### config.mk
export PLATFORM = sky130hd
export DESIGN_NAME = v33_core
export DESIGN_NICKNAME = d
export VERILOG_FILES = /design/src/source/v33_isa_pkg.sv /design/src/source/v33_core_pkg.sv /design/src/source/register_file.sv /design/src/source/effective_address.sv /design/src/source/alu.sv /design/src/source/exec_sequencer.sv /design/src/source/v33_core.sv
export VERILOG_INCLUDE_DIRS = /design/src /design/src/source
export SDC_FILE = /design/constraint.sdc
export NUM_CORES = 1
export LEC_CHECK = 0
export BUFFER_PORTS_ARGS = -buffer_cell sky130_fd_sc_hd__buf_2
export CORE_MARGIN = 1.5
export CORE_UTILIZATION = 62
export DETAILED_ROUTE_END_ITERATION = 10
export PLACE_DENSITY = 0.87
export SLEW_MARGIN = 20
export SYNTH_ARGS = -nofsm -noshare
export SYNTH_HDL_FRONTEND = slang
export SYNTH_SLANG_ARGS = --single-unit
export TNS_END_PERCENT = 30
### constraint.sdc
create_clock -name clk -period 7.6 [get_ports clk]
set_clock_uncertainty 0.05 [all_clocks]
set_input_delay 0.38 -clock clk [delete_from_list [all_inputs] [get_ports clk]]
set_output_delay 0.38 -clock clk [all_outputs]
set_load 0.01 [all_outputs]
### src/source/v33_defs.svh
`ifndef V33_DEFS_SVH
`define V33_DEFS_SVH

`define V33_WORD_W   16 // Data and address width
`define V33_NUM_REGS 8
`define V33_COND_W   4  // Branch condition code

`endif

### src/source/v33_isa_pkg.sv
package v33_isa_pkg;

// Instruction class from the pre-decoder
typedef enum logic [2:0] {
    NOP,
    MOV,
    ALU,
    B_COND,
    B_CW_COND,
    BR_REL
} opcode_e;

typedef enum logic [2:0] {
    ADD,
    SUB,
    AND,
    OR,
    XOR,
    PASS
} alu_op_e;

// Where an operand comes from or a result goes to
typedef enum logic [2:0] {
    NONE,
    ACC,
    IMM,
    MODRM,
    REG_0,
    REG_1
} operand_e;

// Same order as the reg and rm encodings
typedef enum logic [2:0] {
    AW,
    CW,
    DW,
    BW,
    SP,
    BP,
    IX,
    IY
} reg16_e;

endpackage

### src/source/v33_core_pkg.sv
package v33_core_pkg;

typedef enum logic [1:0] {
    IDLE,
    FETCH_OPERAND,
    EXECUTE,
    STORE_RESULT
} seq_state_e;

// Arithmetic flags only
typedef struct packed {
    logic CY;
    logic P;
    logic Z;
    logic S;
    logic V;
} flags_t;

endpackage

### src/source/register_file.sv
`timescale 1ns/1ps
`include "v33_defs.svh"

module register_file (
    input  logic                   clk,
    input  logic                   reset,
    input  v33_isa_pkg::reg16_e    rd_a_idx,
    input  v33_isa_pkg::reg16_e    rd_b_idx,
    input  logic                   wr_en,
    input  v33_isa_pkg::reg16_e    wr_idx,
    input  logic [`V33_WORD_W-1:0] wr_data,
    input  logic                   flags_wr,
    input  v33_core_pkg::flags_t   flags_in,
    input  logic                   cw_dec,
    output logic [`V33_WORD_W-1:0] rd_a_data,
    output logic [`V33_WORD_W-1:0] rd_b_data,
    output logic [`V33_WORD_W-1:0] cw,
    output v33_core_pkg::flags_t   flags,
    output logic [`V33_WORD_W-1:0] base_bw,
    output logic [`V33_WORD_W-1:0] base_bp,
    output logic [`V33_WORD_W-1:0] base_ix,
    output logic [`V33_WORD_W-1:0] base_iy
);

logic [`V33_WORD_W-1:0] regs [`V33_NUM_REGS];

always_ff @(posedge clk) begin
    if (reset) begin
        for (int i = 0; i < `V33_NUM_REGS; i++) begin
            regs[i] <= '0;
        end
        flags <= '0;
    end else begin
        for (int i = 0; i < `V33_NUM_REGS; i++) begin
            if (wr_en && int'(wr_idx) == i) begin
                regs[i] <= wr_data; // Write port wins over the decrement
            end else if (cw_dec && i == int'(v33_isa_pkg::CW)) begin
                regs[i] <= regs[i] - 1'b1;
            end
        end
        if (flags_wr) begin
            flags <= flags_in;
        end
    end
end

assign rd_a_data = regs[rd_a_idx];
assign rd_b_data = regs[rd_b_idx];
assign cw        = regs[v33_isa_pkg::CW];

// Address bases, separate from the read ports
assign base_bw = regs[v33_isa_pkg::BW];
assign base_bp = regs[v33_isa_pkg::BP];
assign base_ix = regs[v33_isa_pkg::IX];
assign base_iy = regs[v33_isa_pkg::IY];

endmodule

### src/source/effective_address.sv
`timescale 1ns/1ps
`include "v33_defs.svh"

module effective_address (
    input  logic [2:0]             rm,
    input  logic [1:0]             mod,
    input  logic [`V33_WORD_W-1:0] disp,
    input  logic [`V33_WORD_W-1:0] base_bw,
    input  logic [`V33_WORD_W-1:0] base_bp,
    input  logic [`V33_WORD_W-1:0] base_ix,
    input  logic [`V33_WORD_W-1:0] base_iy,
    output logic [`V33_WORD_W-1:0] ea
);

logic [`V33_WORD_W-1:0] base;

always_comb begin
    case (rm)
    3'd0: base = base_bw + base_ix;
    3'd1: base = base_bw + base_iy;
    3'd2: base = base_bp + base_ix;
    3'd3: base = base_bp + base_iy;
    3'd4: base = base_ix;
    3'd5: base = base_iy;
    3'd6: base = (mod == 2'd0) ? disp : base_bp; // Direct address
    default: base = base_bw;
    endcase

    case (mod)
    2'd1: ea = base + {8'd0, disp[7:0]};
    2'd2: ea = base + disp;
    default: ea = base;
    endcase
end

endmodule

### src/source/alu.sv
`timescale 1ns/1ps
`include "v33_defs.svh"

module alu (
    input  logic                   clk,
    input  logic                   reset,
    input  logic                   start,
    input  v33_isa_pkg::alu_op_e   op,
    input  logic [`V33_WORD_W-1:0] a,
    input  logic [`V33_WORD_W-1:0] b,
    output logic [`V33_WORD_W-1:0] result,
    output v33_core_pkg::flags_t   flags_out,
    output logic                   done
);

localparam int MSB = `V33_WORD_W - 1;

logic [`V33_WORD_W:0] wide; // Top bit is carry or borrow
logic [MSB:0] res;
logic ov;

always_comb begin
    ov = 1'b0;
    case (op)
    v33_isa_pkg::ADD: begin
        wide = {1'b0, a} + {1'b0, b};
        ov = (a[MSB] == b[MSB]) && (wide[MSB] != a[MSB]);
    end
    v33_isa_pkg::SUB: begin
        wide = {1'b0, a} - {1'b0, b};
        ov = (a[MSB] != b[MSB]) && (wide[MSB] != a[MSB]);
    end
    v33_isa_pkg::AND: wide = {1'b0, a & b};
    v33_isa_pkg::OR:  wide = {1'b0, a | b};
    v33_isa_pkg::XOR: wide = {1'b0, a ^ b};
    default: wide = {1'b0, a};
    endcase
    res = wide[MSB:0];
end

always_ff @(posedge clk) begin
    if (reset) begin
        done <= 1'b0;
    end else begin
        done <= start;
    end
end

always_ff @(posedge clk) begin
    if (start) begin
        result       <= res;
        flags_out.CY <= wide[`V33_WORD_W]; // Cleared by logic ops
        flags_out.V  <= ov;
        flags_out.Z  <= (res == '0);
        flags_out.S  <= res[MSB];
        flags_out.P  <= ~^res[7:0]; // Even parity, low byte
    end
end

endmodule

### src/source/exec_sequencer.sv
`timescale 1ns/1ps
`include "v33_defs.svh"

module exec_sequencer (
    input  logic                   clk,
    input  logic                   reset,
    input  logic                   op_valid,
    input  v33_isa_pkg::opcode_e   opcode,
    input  v33_isa_pkg::alu_op_e   alu_op,
    input  logic [`V33_COND_W-1:0] cond,
    input  v33_isa_pkg::operand_e  dest,
    input  v33_isa_pkg::operand_e  src0,
    input  v33_isa_pkg::operand_e  src1,
    input  v33_isa_pkg::reg16_e    reg0,
    input  v33_isa_pkg::reg16_e    reg1,
    input  logic [2:0]             rm,
    input  logic [1:0]             mod,
    input  logic [`V33_WORD_W-1:0] imm,
    input  logic [3:0]             op_len,
    output logic                   op_ready,
    output logic [`V33_WORD_W-1:0] pc,
    output logic                   mem_req,
    output logic                   mem_write,
    output logic [`V33_WORD_W-1:0] mem_addr,
    output logic [`V33_WORD_W-1:0] mem_wdata,
    input  logic                   mem_ack,
    input  logic [`V33_WORD_W-1:0] mem_rdata,
    output v33_isa_pkg::reg16_e    rd_a_idx,
    output v33_isa_pkg::reg16_e    rd_b_idx,
    input  logic [`V33_WORD_W-1:0] rd_a_data,
    input  logic [`V33_WORD_W-1:0] rd_b_data,
    output logic                   wr_en,
    output v33_isa_pkg::reg16_e    wr_idx,
    output logic [`V33_WORD_W-1:0] wr_data,
    output logic                   flags_wr,
    output logic                   cw_dec,
    input  logic [`V33_WORD_W-1:0] cw,
    input  v33_core_pkg::flags_t   flags,
    output logic                   alu_start,
    output v33_isa_pkg::alu_op_e   alu_func,
    output logic [`V33_WORD_W-1:0] alu_a,
    output logic [`V33_WORD_W-1:0] alu_b,
    input  logic [`V33_WORD_W-1:0] alu_result,
    input  logic                   alu_done,
    input  logic [`V33_WORD_W-1:0] ea
);

v33_core_pkg::seq_state_e state;
v33_isa_pkg::opcode_e     opcode_q;
v33_isa_pkg::operand_e    dest_q, src0_q, src1_q;
v33_isa_pkg::reg16_e      reg0_q, reg1_q;
logic [`V33_COND_W-1:0]   cond_q;
logic [2:0]               rm_q;
logic [1:0]               mod_q;
logic [`V33_WORD_W-1:0]   imm_q, mem_data_q, op_a, op_b;
logic store_wait; // Memory write outstanding
logic taken, dest_mem, dest_reg, issue_store;

// Memory operand read only for data-moving instructions
function automatic logic needs_read(input v33_isa_pkg::opcode_e opc,
                                    input v33_isa_pkg::operand_e s0,
                                    input v33_isa_pkg::operand_e s1,
                                    input logic [1:0] m);
    return (opc == v33_isa_pkg::MOV || opc == v33_isa_pkg::ALU) && m != 2'd3 &&
           (s0 == v33_isa_pkg::MODRM || s1 == v33_isa_pkg::MODRM);
endfunction

function automatic v33_isa_pkg::reg16_e reg_index(input v33_isa_pkg::operand_e sel);
    case (sel)
    v33_isa_pkg::REG_0: return reg0_q;
    v33_isa_pkg::REG_1: return reg1_q;
    v33_isa_pkg::MODRM: return v33_isa_pkg::reg16_e'(rm_q);
    default: return v33_isa_pkg::AW;
    endcase
endfunction

function automatic logic [`V33_WORD_W-1:0] operand_value(input v33_isa_pkg::operand_e sel,
                                                         input logic [`V33_WORD_W-1:0] rd);
    case (sel)
    v33_isa_pkg::NONE:  return '0;
    v33_isa_pkg::IMM:   return imm_q;
    v33_isa_pkg::MODRM: return (mod_q == 2'd3) ? rd : mem_data_q;
    default: return rd;
    endcase
endfunction

assign op_ready = (state == v33_core_pkg::IDLE);
assign rd_a_idx = reg_index(src0_q);
assign rd_b_idx = reg_index(src1_q);
assign wr_idx   = reg_index(dest_q);
assign op_a     = operand_value(src0_q, rd_a_data);
assign op_b     = operand_value(src1_q, rd_b_data);
assign alu_a    = op_a;
assign alu_b    = op_b;

assign dest_mem = (dest_q == v33_isa_pkg::MODRM) && mod_q != 2'd3;
assign dest_reg = (dest_q != v33_isa_pkg::NONE) && (dest_q != v33_isa_pkg::IMM) && !dest_mem;

assign alu_start = (state == v33_core_pkg::EXECUTE) && opcode_q == v33_isa_pkg::ALU;
assign flags_wr  = (state == v33_core_pkg::STORE_RESULT) && !store_wait && alu_done;
assign cw_dec    = (state == v33_core_pkg::FETCH_OPERAND) &&
                   opcode_q == v33_isa_pkg::B_CW_COND && cond_q < 4'd3;
assign issue_store = dest_mem && (flags_wr ||
                     ((state == v33_core_pkg::EXECUTE) && opcode_q == v33_isa_pkg::MOV));

always_comb begin
    wr_en   = 1'b0;
    wr_data = op_a;
    if (state == v33_core_pkg::EXECUTE && opcode_q == v33_isa_pkg::MOV) begin
        wr_en = dest_reg;
    end else if (flags_wr) begin
        wr_en   = dest_reg;
        wr_data = alu_result;
    end
end

// Branch decision, CW is the value before the decrement
always_comb begin
    taken = 1'b0;
    case (opcode_q)
    v33_isa_pkg::BR_REL: taken = 1'b1;
    v33_isa_pkg::B_COND: begin
        case (cond_q)
        4'd0:  taken = flags.V;
        4'd1:  taken = ~flags.V;
        4'd2:  taken = flags.CY;
        4'd3:  taken = ~flags.CY;
        4'd4:  taken = flags.Z;
        4'd5:  taken = ~flags.Z;
        4'd6:  taken = flags.CY | flags.Z;    // NH
        4'd7:  taken = ~(flags.CY | flags.Z); // H
        4'd8:  taken = flags.S;
        4'd9:  taken = ~flags.S;
        4'd10: taken = flags.P;
        4'd11: taken = ~flags.P;
        4'd12: taken = flags.S ^ flags.V;     // LT
        4'd13: taken = ~(flags.S ^ flags.V);
        4'd14: taken = (flags.S ^ flags.V) | flags.Z; // LE
        default: taken = ~((flags.S ^ flags.V) | flags.Z);
        endcase
    end
    v33_isa_pkg::B_CW_COND: begin
        case (cond_q)
        4'd0: taken = (cw != 16'd1) && !flags.Z;
        4'd1: taken = (cw != 16'd1) && flags.Z;
        4'd2: taken = (cw != 16'd1);
        4'd3: taken = (cw == '0);
        default: taken = 1'b0;
        endcase
    end
    default: taken = 1'b0;
    endcase
end

always_ff @(posedge clk) begin
    if (reset) begin
        state      <= v33_core_pkg::IDLE;
        pc         <= '0;
        mem_req    <= 1'b0;
        mem_write  <= 1'b0;
        store_wait <= 1'b0;
    end else begin
        mem_req <= issue_store;
        if (issue_store) begin
            mem_write  <= 1'b1;
            store_wait <= 1'b1;
        end
        case (state)
        v33_core_pkg::IDLE: begin
            if (op_valid) begin
                pc        <= pc + {{(`V33_WORD_W - 4){1'b0}}, op_len};
                mem_req   <= needs_read(opcode, src0, src1, mod);
                mem_write <= 1'b0;
                state     <= v33_core_pkg::FETCH_OPERAND;
            end
        end
        v33_core_pkg::FETCH_OPERAND: begin
            if (opcode_q != v33_isa_pkg::MOV && opcode_q != v33_isa_pkg::ALU) begin
                if (taken) begin
                    pc <= pc + imm_q; // pc already advanced
                end
                state <= v33_core_pkg::IDLE;
            end else if (!needs_read(opcode_q, src0_q, src1_q, mod_q) || mem_ack) begin
                state <= v33_core_pkg::EXECUTE;
            end
        end
        v33_core_pkg::EXECUTE: begin
            if (opcode_q == v33_isa_pkg::ALU || dest_mem) begin
                state <= v33_core_pkg::STORE_RESULT;
            end else begin
                state <= v33_core_pkg::IDLE;
            end
        end
        default: begin
            if (store_wait && mem_ack) begin
                store_wait <= 1'b0;
                state      <= v33_core_pkg::IDLE;
            end else if (flags_wr && !dest_mem) begin
                state <= v33_core_pkg::IDLE;
            end
        end
        endcase
    end
end

always_ff @(posedge clk) begin
    if (op_ready && op_valid) begin
        opcode_q <= opcode;
        alu_func <= alu_op;
        cond_q   <= cond;
        dest_q   <= dest;
        src0_q   <= src0;
        src1_q   <= src1;
        reg0_q   <= reg0;
        reg1_q   <= reg1;
        rm_q     <= rm;
        mod_q    <= mod;
        imm_q    <= imm;
        mem_addr <= ea; // Used for both operand read and store
    end
    if (state == v33_core_pkg::FETCH_OPERAND && mem_ack) begin
        mem_data_q <= mem_rdata;
    end
    if (issue_store) begin
        mem_wdata <= (opcode_q == v33_isa_pkg::ALU) ? alu_result : op_a;
    end
end

endmodule

### src/source/v33_core.sv
`timescale 1ns/1ps
`include "v33_defs.svh"

module v33_core (
    input  logic                   clk,
    input  logic                   reset,
    input  logic                   op_valid,
    input  v33_isa_pkg::opcode_e   opcode,
    input  v33_isa_pkg::alu_op_e   alu_op,
    input  logic [`V33_COND_W-1:0] cond,
    input  v33_isa_pkg::operand_e  dest,
    input  v33_isa_pkg::operand_e  src0,
    input  v33_isa_pkg::operand_e  src1,
    input  v33_isa_pkg::reg16_e    reg0,
    input  v33_isa_pkg::reg16_e    reg1,
    input  logic [2:0]             rm,
    input  logic [1:0]             mod,
    input  logic [`V33_WORD_W-1:0] imm,
    input  logic [`V33_WORD_W-1:0] disp,
    input  logic [3:0]             op_len,
    output logic                   op_ready,
    output logic [`V33_WORD_W-1:0] pc,
    output logic [`V33_WORD_W-1:0] psw,
    output logic                   mem_req,
    output logic                   mem_write,
    output logic [`V33_WORD_W-1:0] mem_addr,
    output logic [`V33_WORD_W-1:0] mem_wdata,
    input  logic                   mem_ack,
    input  logic [`V33_WORD_W-1:0] mem_rdata
);

v33_isa_pkg::reg16_e    rd_a_idx, rd_b_idx, wr_idx;
v33_isa_pkg::alu_op_e   alu_func;
v33_core_pkg::flags_t   flags, alu_flags;
logic [`V33_WORD_W-1:0] rd_a_data, rd_b_data, wr_data, cw;
logic [`V33_WORD_W-1:0] base_bw, base_bp, base_ix, base_iy, ea;
logic [`V33_WORD_W-1:0] alu_a, alu_b, alu_result;
logic wr_en, flags_wr, cw_dec, alu_start, alu_done;

// Original PSW layout, unused flag positions read as zero
assign psw = {4'b1111, flags.V, 3'b000, flags.S, flags.Z, 3'b000, flags.P, 1'b1, flags.CY};

register_file u_regs (
    .clk, .reset,
    .rd_a_idx, .rd_b_idx, .wr_en, .wr_idx, .wr_data,
    .flags_wr, .flags_in(alu_flags), .cw_dec,
    .rd_a_data, .rd_b_data, .cw, .flags,
    .base_bw, .base_bp, .base_ix, .base_iy
);

effective_address u_ea (
    .rm, .mod, .disp,
    .base_bw, .base_bp, .base_ix, .base_iy,
    .ea
);

alu u_alu (
    .clk, .reset,
    .start(alu_start), .op(alu_func), .a(alu_a), .b(alu_b),
    .result(alu_result), .flags_out(alu_flags), .done(alu_done)
);

exec_sequencer u_seq (
    .clk, .reset,
    .op_valid, .opcode, .alu_op, .cond, .dest, .src0, .src1,
    .reg0, .reg1, .rm, .mod, .imm, .op_len,
    .op_ready, .pc,
    .mem_req, .mem_write, .mem_addr, .mem_wdata, .mem_ack, .mem_rdata,
    .rd_a_idx, .rd_b_idx, .rd_a_data, .rd_b_data,
    .wr_en, .wr_idx, .wr_data, .flags_wr, .cw_dec, .cw, .flags,
    .alu_start, .alu_func, .alu_a, .alu_b, .alu_result, .alu_done,
    .ea
);

endmodule

* Word-level counts from Yosys, hierarchy flattened
Memories as Yosys holds them, arrays and structs flattened.
Cells that the tools add are included.
W data, S select, Z words.
** Cells by class
- Add/sub/neg operators :: 11
- Multipliers :: 0
- Divide/modulo/power cells :: 0
- Order comparisons :: 1
- Eq/ne operators :: 71
- Shift-type cells :: 0
- Multiplexer cells :: 78
- Bitwise logic cells :: 23
- Reductions and logical operators :: 59
** Operators by type and width (count)
- $mux W16 :: 18
- $pmux W16 S7 :: 1
- $add A16 B16 Y16 :: 6
- $pmux W16 S3 :: 2
- $pmux W17 S5 :: 1
- $pmux W16 S2 :: 2
- $eq A3 B2 Y1 const B :: 16
- $eq A3 B3 Y1 const B :: 16
- $mux W1 :: 40
- $logic_not A16 Y1 :: 2
- $logic_and A1 B1 Y1 :: 31
- $eq A4 B4 Y1 const B :: 7
- $pmux W3 S3 :: 3
- $add A16 B16 Y17 :: 1
- $sub A16 B16 Y17 :: 1
- $add A16 B4 Y16 :: 1
- $add A16 B8 Y16 :: 1
- $and A16 B16 Y16 :: 1
- $eq A4 B3 Y1 const B :: 4
- $ne A16 B1 Y1 const B :: 1
- $or A16 B16 Y16 :: 1
- $sub A16 B1 Y16 const B :: 1
- $xor A16 B16 Y16 :: 1
- $eq A3 B1 Y1 const B :: 5
- 32 further kinds :: 80
** Storage, ports and cells
- Register bits after elaboration :: 142
- Bits in latches :: 0
- RAM bits :: 128
- ROM bits :: 0
- Input bits :: 86
- Output and inout bits :: 67
- Word-level logic and storage cells :: 275
- Memories kept :: 1
** Memories
- u_regs.regs :: words 8, width 16, rd ports 7, clocked after Yosys merged registers in 0, write ports 8, line register_file.sv:25 : logic [`V33_WORD_W-1:0] regs [`V33_NUM_REGS];

* Depth between registers and ports, before layout
- Depth in word-level cells :: 12
- Gate-level depth with buffers :: 29
- Gate-level depth less buffers :: 27

* Modules after synthesis
Synthesis repeated with hierarchy kept, for this count alone.
** Second synthesis, totals
- Cells, all modules :: 1996
- Area total of the unflattened synthesis :: 20398.3 sq um
** Modules (own cells, without submodules)
- register_file :: times used 1, cells each 469, area an instance 7008.0 sq um, sequential area each 3943.8 sq um
- exec_sequencer :: times used 1, cells each 572, area an instance 6094.6 sq um, sequential area each 3243.1 sq um
- effective_address :: times used 1, cells each 496, area an instance 3707.3 sq um, sequential area each 0.0 sq um
- alu :: times used 1, cells each 446, area an instance 3498.4 sq um, sequential area each 620.6 sq um
- v33_core :: times used 1, cells each 13, area an instance 90.1 sq um, sequential area each 0.0 sq um

* Worst setup path before layout
OpenSTA, ideal clock, no wires.
- Kind :: input to register
- Start point :: in rm[2]
- End point :: reg u_seq.mem_addr[15], data pin
- Library setup time :: 259 ps
- Arrival time :: 5620 ps
- Required time :: 7291 ps
- Slack :: 1672 ps
- Stages on the path :: 29
- Path buffers :: 3
- Cell sequence :: clkbuf_1 -> clkbuf_1 -> nor2_1 -> nand2_1 -> clkbuf_1 -> mux2_2 -> ha_1 -> inv_1 -> fa_1 -> nor2b_1 -> o21ai_0 -> a21boi_0 -> o21a_1 -> o21ai_0 -> nand2b_1 -> a21oi_1 -> xnor2_1 -> o21ai_0 -> a21oi_1 -> ha_1 -> a21o_1 -> a21oi_1 -> nor2_1 -> a211o_1 -> and2_1 -> nor3_1 -> o21bai_1 -> a221o_1 -> xnor2_1
** Between the ends
- Word-level cells in the longest chain between the ends :: 4
- Elaborated cells between the ends (all ways) :: 11
- Classes of those cells :: add/sub: 2; eq/ne: 6; mux: 2; reduce/logical: 1
** RTL lines
- start, declared :: line v33_core.sv:16 : input logic [2:0] rm,
- $eq A3 B3 Y1 (tied with other cells) :: line effective_address.sv:18 : case (rm)
- $pmux W16 S7 * :: line effective_address.sv:18
- $add A16 B16 Y16 / $add A16 B8 Y16 (equally long branches) :: line effective_address.sv:31, effective_address.sv:30
- $pmux W16 S2 * :: line effective_address.sv:29 : case (mod)
- named net ea[15] :: line v33_core.sv:36 : logic [`V33_WORD_W-1:0] base_bw, base_bp, base_ix, base_iy, ea;
- end signal, assigned :: line exec_sequencer.sv:219 : mem_addr <= ea;
- end, declared :: line exec_sequencer.sv:24 : output logic [`V33_WORD_W-1:0] mem_addr,
Mark *: on every way through the listed nets, which the timed path passes. The rest lies on a longest branch.
A chain may end at the register's enable or synchronous reset.

* Worst setup path after layout
- Start point :: reg u_seq.src0_q[1]
- End point :: reg u_alu.flags_out[2] in the netlist's numbering, data pin
** Between the ends
- Word-level cells in the longest chain between the ends :: 8
- Elaborated cells between the ends (all ways) :: 16
- Classes of those cells :: add/sub: 2; eq/ne: 4; mux: 4; bitwise: 3; reduce/logical: 2; memory: 1
** RTL lines
- start, declared :: line exec_sequencer.sv:50 : v33_isa_pkg::operand_e dest_q, src0_q, src1_q;
- start signal, assigned :: line exec_sequencer.sv:212 : src0_q <= src0;
- $eq A3 B2 Y1 / $eq A3 B3 Y1 (equally long branches) :: line exec_sequencer.sv:69, exec_sequencer.sv:79
- $pmux W3 S3 :: line exec_sequencer.sv:69 : case (sel)
- $mem_v2 Z8 W16
- $mux W16 :: line exec_sequencer.sv:82 : v33_isa_pkg::MODRM: return (mod_q == 2'd3) ? rd : mem_data_q;
- $pmux W16 S3 * :: line exec_sequencer.sv:79 : case (sel)
- $sub A16 B16 Y17 (tied with other cells) :: line alu.sv:30 : wide = {1'b0, a} - {1'b0, b};
- $pmux W17 S5 * :: line alu.sv:24 : case (op)
- $logic_not A16 Y1 * :: line alu.sv:54 : flags_out.Z <= (res == '0);
- end, declared :: line alu.sv:12 : output v33_core_pkg::flags_t flags_out,
Every way passes the cells marked *; elsewhere a longest branch is shown, timed or not.

==> out/results.tsv <==
stage	metric	value	unit
sta	period_share	91.2	%
setup_path	worstPathArrival	7.30	ns
layout	syn_to_final_growth	13.4	%
synthesis	synth_top_family_by_area	simple AND/OR/NAND/NOR gates	
setup_path	r2r_cells	26	
setup_path	crit_required	7.97	ns
place	routabilityCongestion	0.973	
synthesis	synth_edf_count	242	
power	switching_share	34.7	%
synthesis	syn-instance-count	2322	
place	dpl.hpwl	52.8	mm
worst_hold_path	hold_class	primary input to flip-flop	
clock_tree	cts_made_buffers	31	
synthesis	syn_area	20600	sq um
run	maxCapViolations	0	
floorplan	dieArea	34400	sq um
clock_tree	clkTransAtPathRegs	0.06	ns
clock_tree	h-tree-depth	1	
global_routing	grt_pass1_vias	18800	
synthesis	yosys_register_bits	269	
layout	drive_gt1_share	13.6	%
global_routing	grtUsageTotal	41.6	%
sta	period_minus_slack	6.93	ns
setup_path	cp_slowest_cell	edfxtp_1	
routing	ant_nets	0	
clock_tree	cts_hold_buffers	59	
sta	fmax	144	MHz
sta	tightest_slew	1.22	ns
setup_path	reg2reg_slack	0.67	ns
clock_tree	clk_latency	0.60	ns
status	status	complete, no violations	
routing	drt-wirelength-per-cell	24.5	um
synthesis	synth_xor_xnor_area_share	3.27	%
setup_path	worstPathMaxFanout	17	
clock_tree	clock_sinks	269	
synthesis	synth_fa_ha_area_share	7.74	%
synthesis	synth.distinct_cells	87	
clock_tree	clockRootBuffer	clkbuf_16	
setup_path	max_stage_delay	0.70	ns
synthesis	syn_avg_cell_area	8.89	sq um
synthesis	synth_compound_area_share	18.4	%
place	io_buffers	141	
routing	viasPerCell	6.74	
power	sequentialPowerShare	36.7	%
power	switching_power	1.73	mW
floorplan	start_util	63.2	%
synthesis	ys_seq_area_share	37.8	%
synthesis	synthSimpleGateAreaFrac	19.6	%
power	p_leak	9.56	nW
routing	drc	0	
floorplan	num_rows	66	
worst_hold_path	whs_path_depth	3	
power	power_density	213	nW/um^2
layout	finalNetCount	2680	
clock_tree	cts_tree	built	
setup_path	start_kind	flip-flop	
routing	vias	19800	
routing	drtIter0Drc	2158	
synthesis	ys.warnings.count	0	
floorplan	core	32600	sq um
sta	setup_violations	0	
synthesis	synth_ff_type	edfxtp_1	
worst_hold_path	hold_start	mem_ack	
floorplan	io_pins	153	
sta	worst_slack	0.673	ns
routing	drt_wl_total	72.1	mm
routing	dr.pass1.iters	6	
sta	drv_slew	0	
global_routing	antenna_found_initial	1	
power	p_int	3.25	mW
worst_hold_path	holdPathEnd	u_seq.state[0]	
global_routing	grt_max_degree	85	
clock_tree	ctsResizeCount	0	
clock_tree	cts.path.max_buffers	3	
setup_path	cp-end-kind	flip-flop	
floorplan	die_h	185	um
global_routing	grt_util_met3	6.41	%
sta	final.setup.tns	0	ns
sta	rsz0062_at_grt	false	
global_routing	grt_pass1_wl	108	mm
power	power_frac_comb	31.4	%
global_routing	grtUsageMet1	50.3	%
sta	hold_violations	0	
setup_path	critical_path_class	flip-flop to flip-flop	
sta	max-slew-margin-rel	18.0	%
global_routing	grt_use_met2	69.2	%
power	clkPwrFrac	31.8	%
floorplan	die_x	185	um
place	place_ws	1.07	ns
synthesis	synthMuxAreaShare	8.60	%
power	max-vdd-ir-drop	0.191	mV
setup_path	rr_endpoint	u_alu.flags_out[2]	
power	p_total	4.97	mW
global_routing	overflow	0	
synthesis	synthArstFlopShare	0	%
global_routing	grt.busiest_layer	met2	
setup_path	r2r_start	u_seq.src0_q[1]	
clock_tree	post_cts_buffers	0	
## logic make-up (layout without fill, tap and decap cells)
kind of cell,after synthesis,in the layout
mux,159,159
simple gates,897,897
xor+xnor,77,77
buf+inv,229,392
fa+ha+maj,124,124
flops,269,269
other cells,2,12
compound gates,565,565
## flip-flops by register name, indices dropped and copies added, names as in the netlist, 4 cells and up
name,flops
u_regs.regs,128
u_seq.imm_q,16
u_seq.mem_addr,16
u_seq.mem_data_q,16
u_seq.mem_wdata,16
u_seq.pc,16
u_alu.result,15
u_alu.flags_out,5
u_regs.flags,5
u_seq.cond_q,4
## power by group through the flow
stage | sequential [mW] | combinational [mW] | clock (mW)
2_1_floorplan | 1.81 | 1.07 | 0
3_3_place_gp | 1.85 | 1.45 | 0
3_5_place_dp | 1.85 | 1.48 | 0
4_1_cts | 1.82 | 1.52 | 1.58
5_1_grt | 1.83 | 1.68 | 1.63
6_report | 1.83 | 1.56 | 1.58
## critical path: cells and delay by family (launching register included)
kind / cells / cell delay [ns]
compound gates: 13 / 2.81
fa+ha+maj: 2 / 0.57
buf+inv: 2 / 0.45
flops: 1 / 0.70
mux: 1 / 0.20
simple gates: 8 / 1.96
## cell usage after synthesis (all sizes together), types with 10 or more instances
master    n  share of area [%]
nor2b    21               0.64
o21ai   112                2.8
a31oi    32               0.97
mux2i    94                4.6
a22oi    12               0.44
inv      84                1.5
clkbuf  109                2.0
and2     32               0.98
or2      10               0.30
and3     28               0.85
xnor2    43                1.8
a211oi   37                1.3
ha      118                7.2
nand3    74                1.8
buf      34               0.96
edfxtp  242                 35
o211ai   38                1.4
nand2   336                6.2
nor2    247                4.6
nand2b   13               0.39
a21o     36                1.3
a211o    14               0.59
a311oi   17               0.72
dfxtp    27                2.6
nor4     10               0.33
mux2     56                3.1
o21a     20               0.73
nor3     84                2.0
xor2     34                1.4
o22ai    10               0.30
nor3b    12               0.49
a21oi   131                3.2
o21bai   12               0.44
## layout make-up
class                           instances  area (sq um)
Clock inverter                         26           274
Sequential cell                       269          7810
Antenna cell                            1          2.50
Multi-Input combinational cell       1833         12000
Inverter                               86           323
Clock buffer                           31           776
Tap cell                              442           553
Timing Repair Buffer                  249          1680
Fill cell                            2435          9230
## per-layer routing
metal / wire [um] / part of all wire (%)
met1: 26500 / 37
met2: 33500 / 47
met3: 7090 / 9.8
met4: 4890 / 6.8
met5: 0 / 0
## cells in the final DEF (no fill, tap or decap), types with 9 or more instances in the layout
master,count
nand2_1,334
nor2_1,245
edfxtp_1,242
buf_2,141
a21oi_1,130
ha_1,118
o21ai_0,102
mux2i_1,94
inv_1,84
nor3_1,84
nand3_1,74
dlygate4sd3_1,59
mux2_2,56
buf_4,48
xnor2_1,43
o211ai_1,38
a211oi_1,37
a21o_1,36
xor2_1,34
a31oi_1,32
clkbuf_16,31
and2_1,30
and3_1,28
dfxtp_1,27
nor2b_1,21
o21a_1,19
a311oi_1,17
a211o_1,14
nand2b_1,13
o21bai_1,12
conb_1,11
a22oi_1,10
or2_2,10
o22ai_1,10
nor3b_1,10
a22o_1,9
nor4_1,9
a32oi_1,9
mux4_2,9
clkinv_1,9
## through the flow
step / util (%) / cell area (sq um) / hold WS, ns / cells
3_5_place_dp: 66.6 / 21700 / 0.434 / 2820
4_1_cts: 71.7 / 23400 / 0.0972 / 2936
2_1_floorplan: - / 20700 / 0.421 / 2331
5_1_grt: 71.7 / 23400 / 0.140 / 2937
3_3_place_gp: 66.6 / 21700 / 0.417 / 2820
6_report: 71.7 / 23400 / 0.128 / 2937
## how the worst max path moves through the flow
stage,start,cells past startpoint,to,slack [ns]
after floorplan,rm[2],29,u_seq.mem_addr[15],1.67
after global placement,u_seq.src0_q[1],26,u_alu.flags_out[2],1.11
after detailed placement,u_seq.src0_q[1],26,u_alu.flags_out[2],1.07
after CTS,u_seq.src0_q[1],26,u_alu.flags_out[2],1.01
after global routing,u_seq.src0_q[1],26,u_alu.flags_out[2],0.49
final,u_seq.src0_q[1],26,u_alu.flags_out[2],0.67
Power figures use the tool's default switching activity.
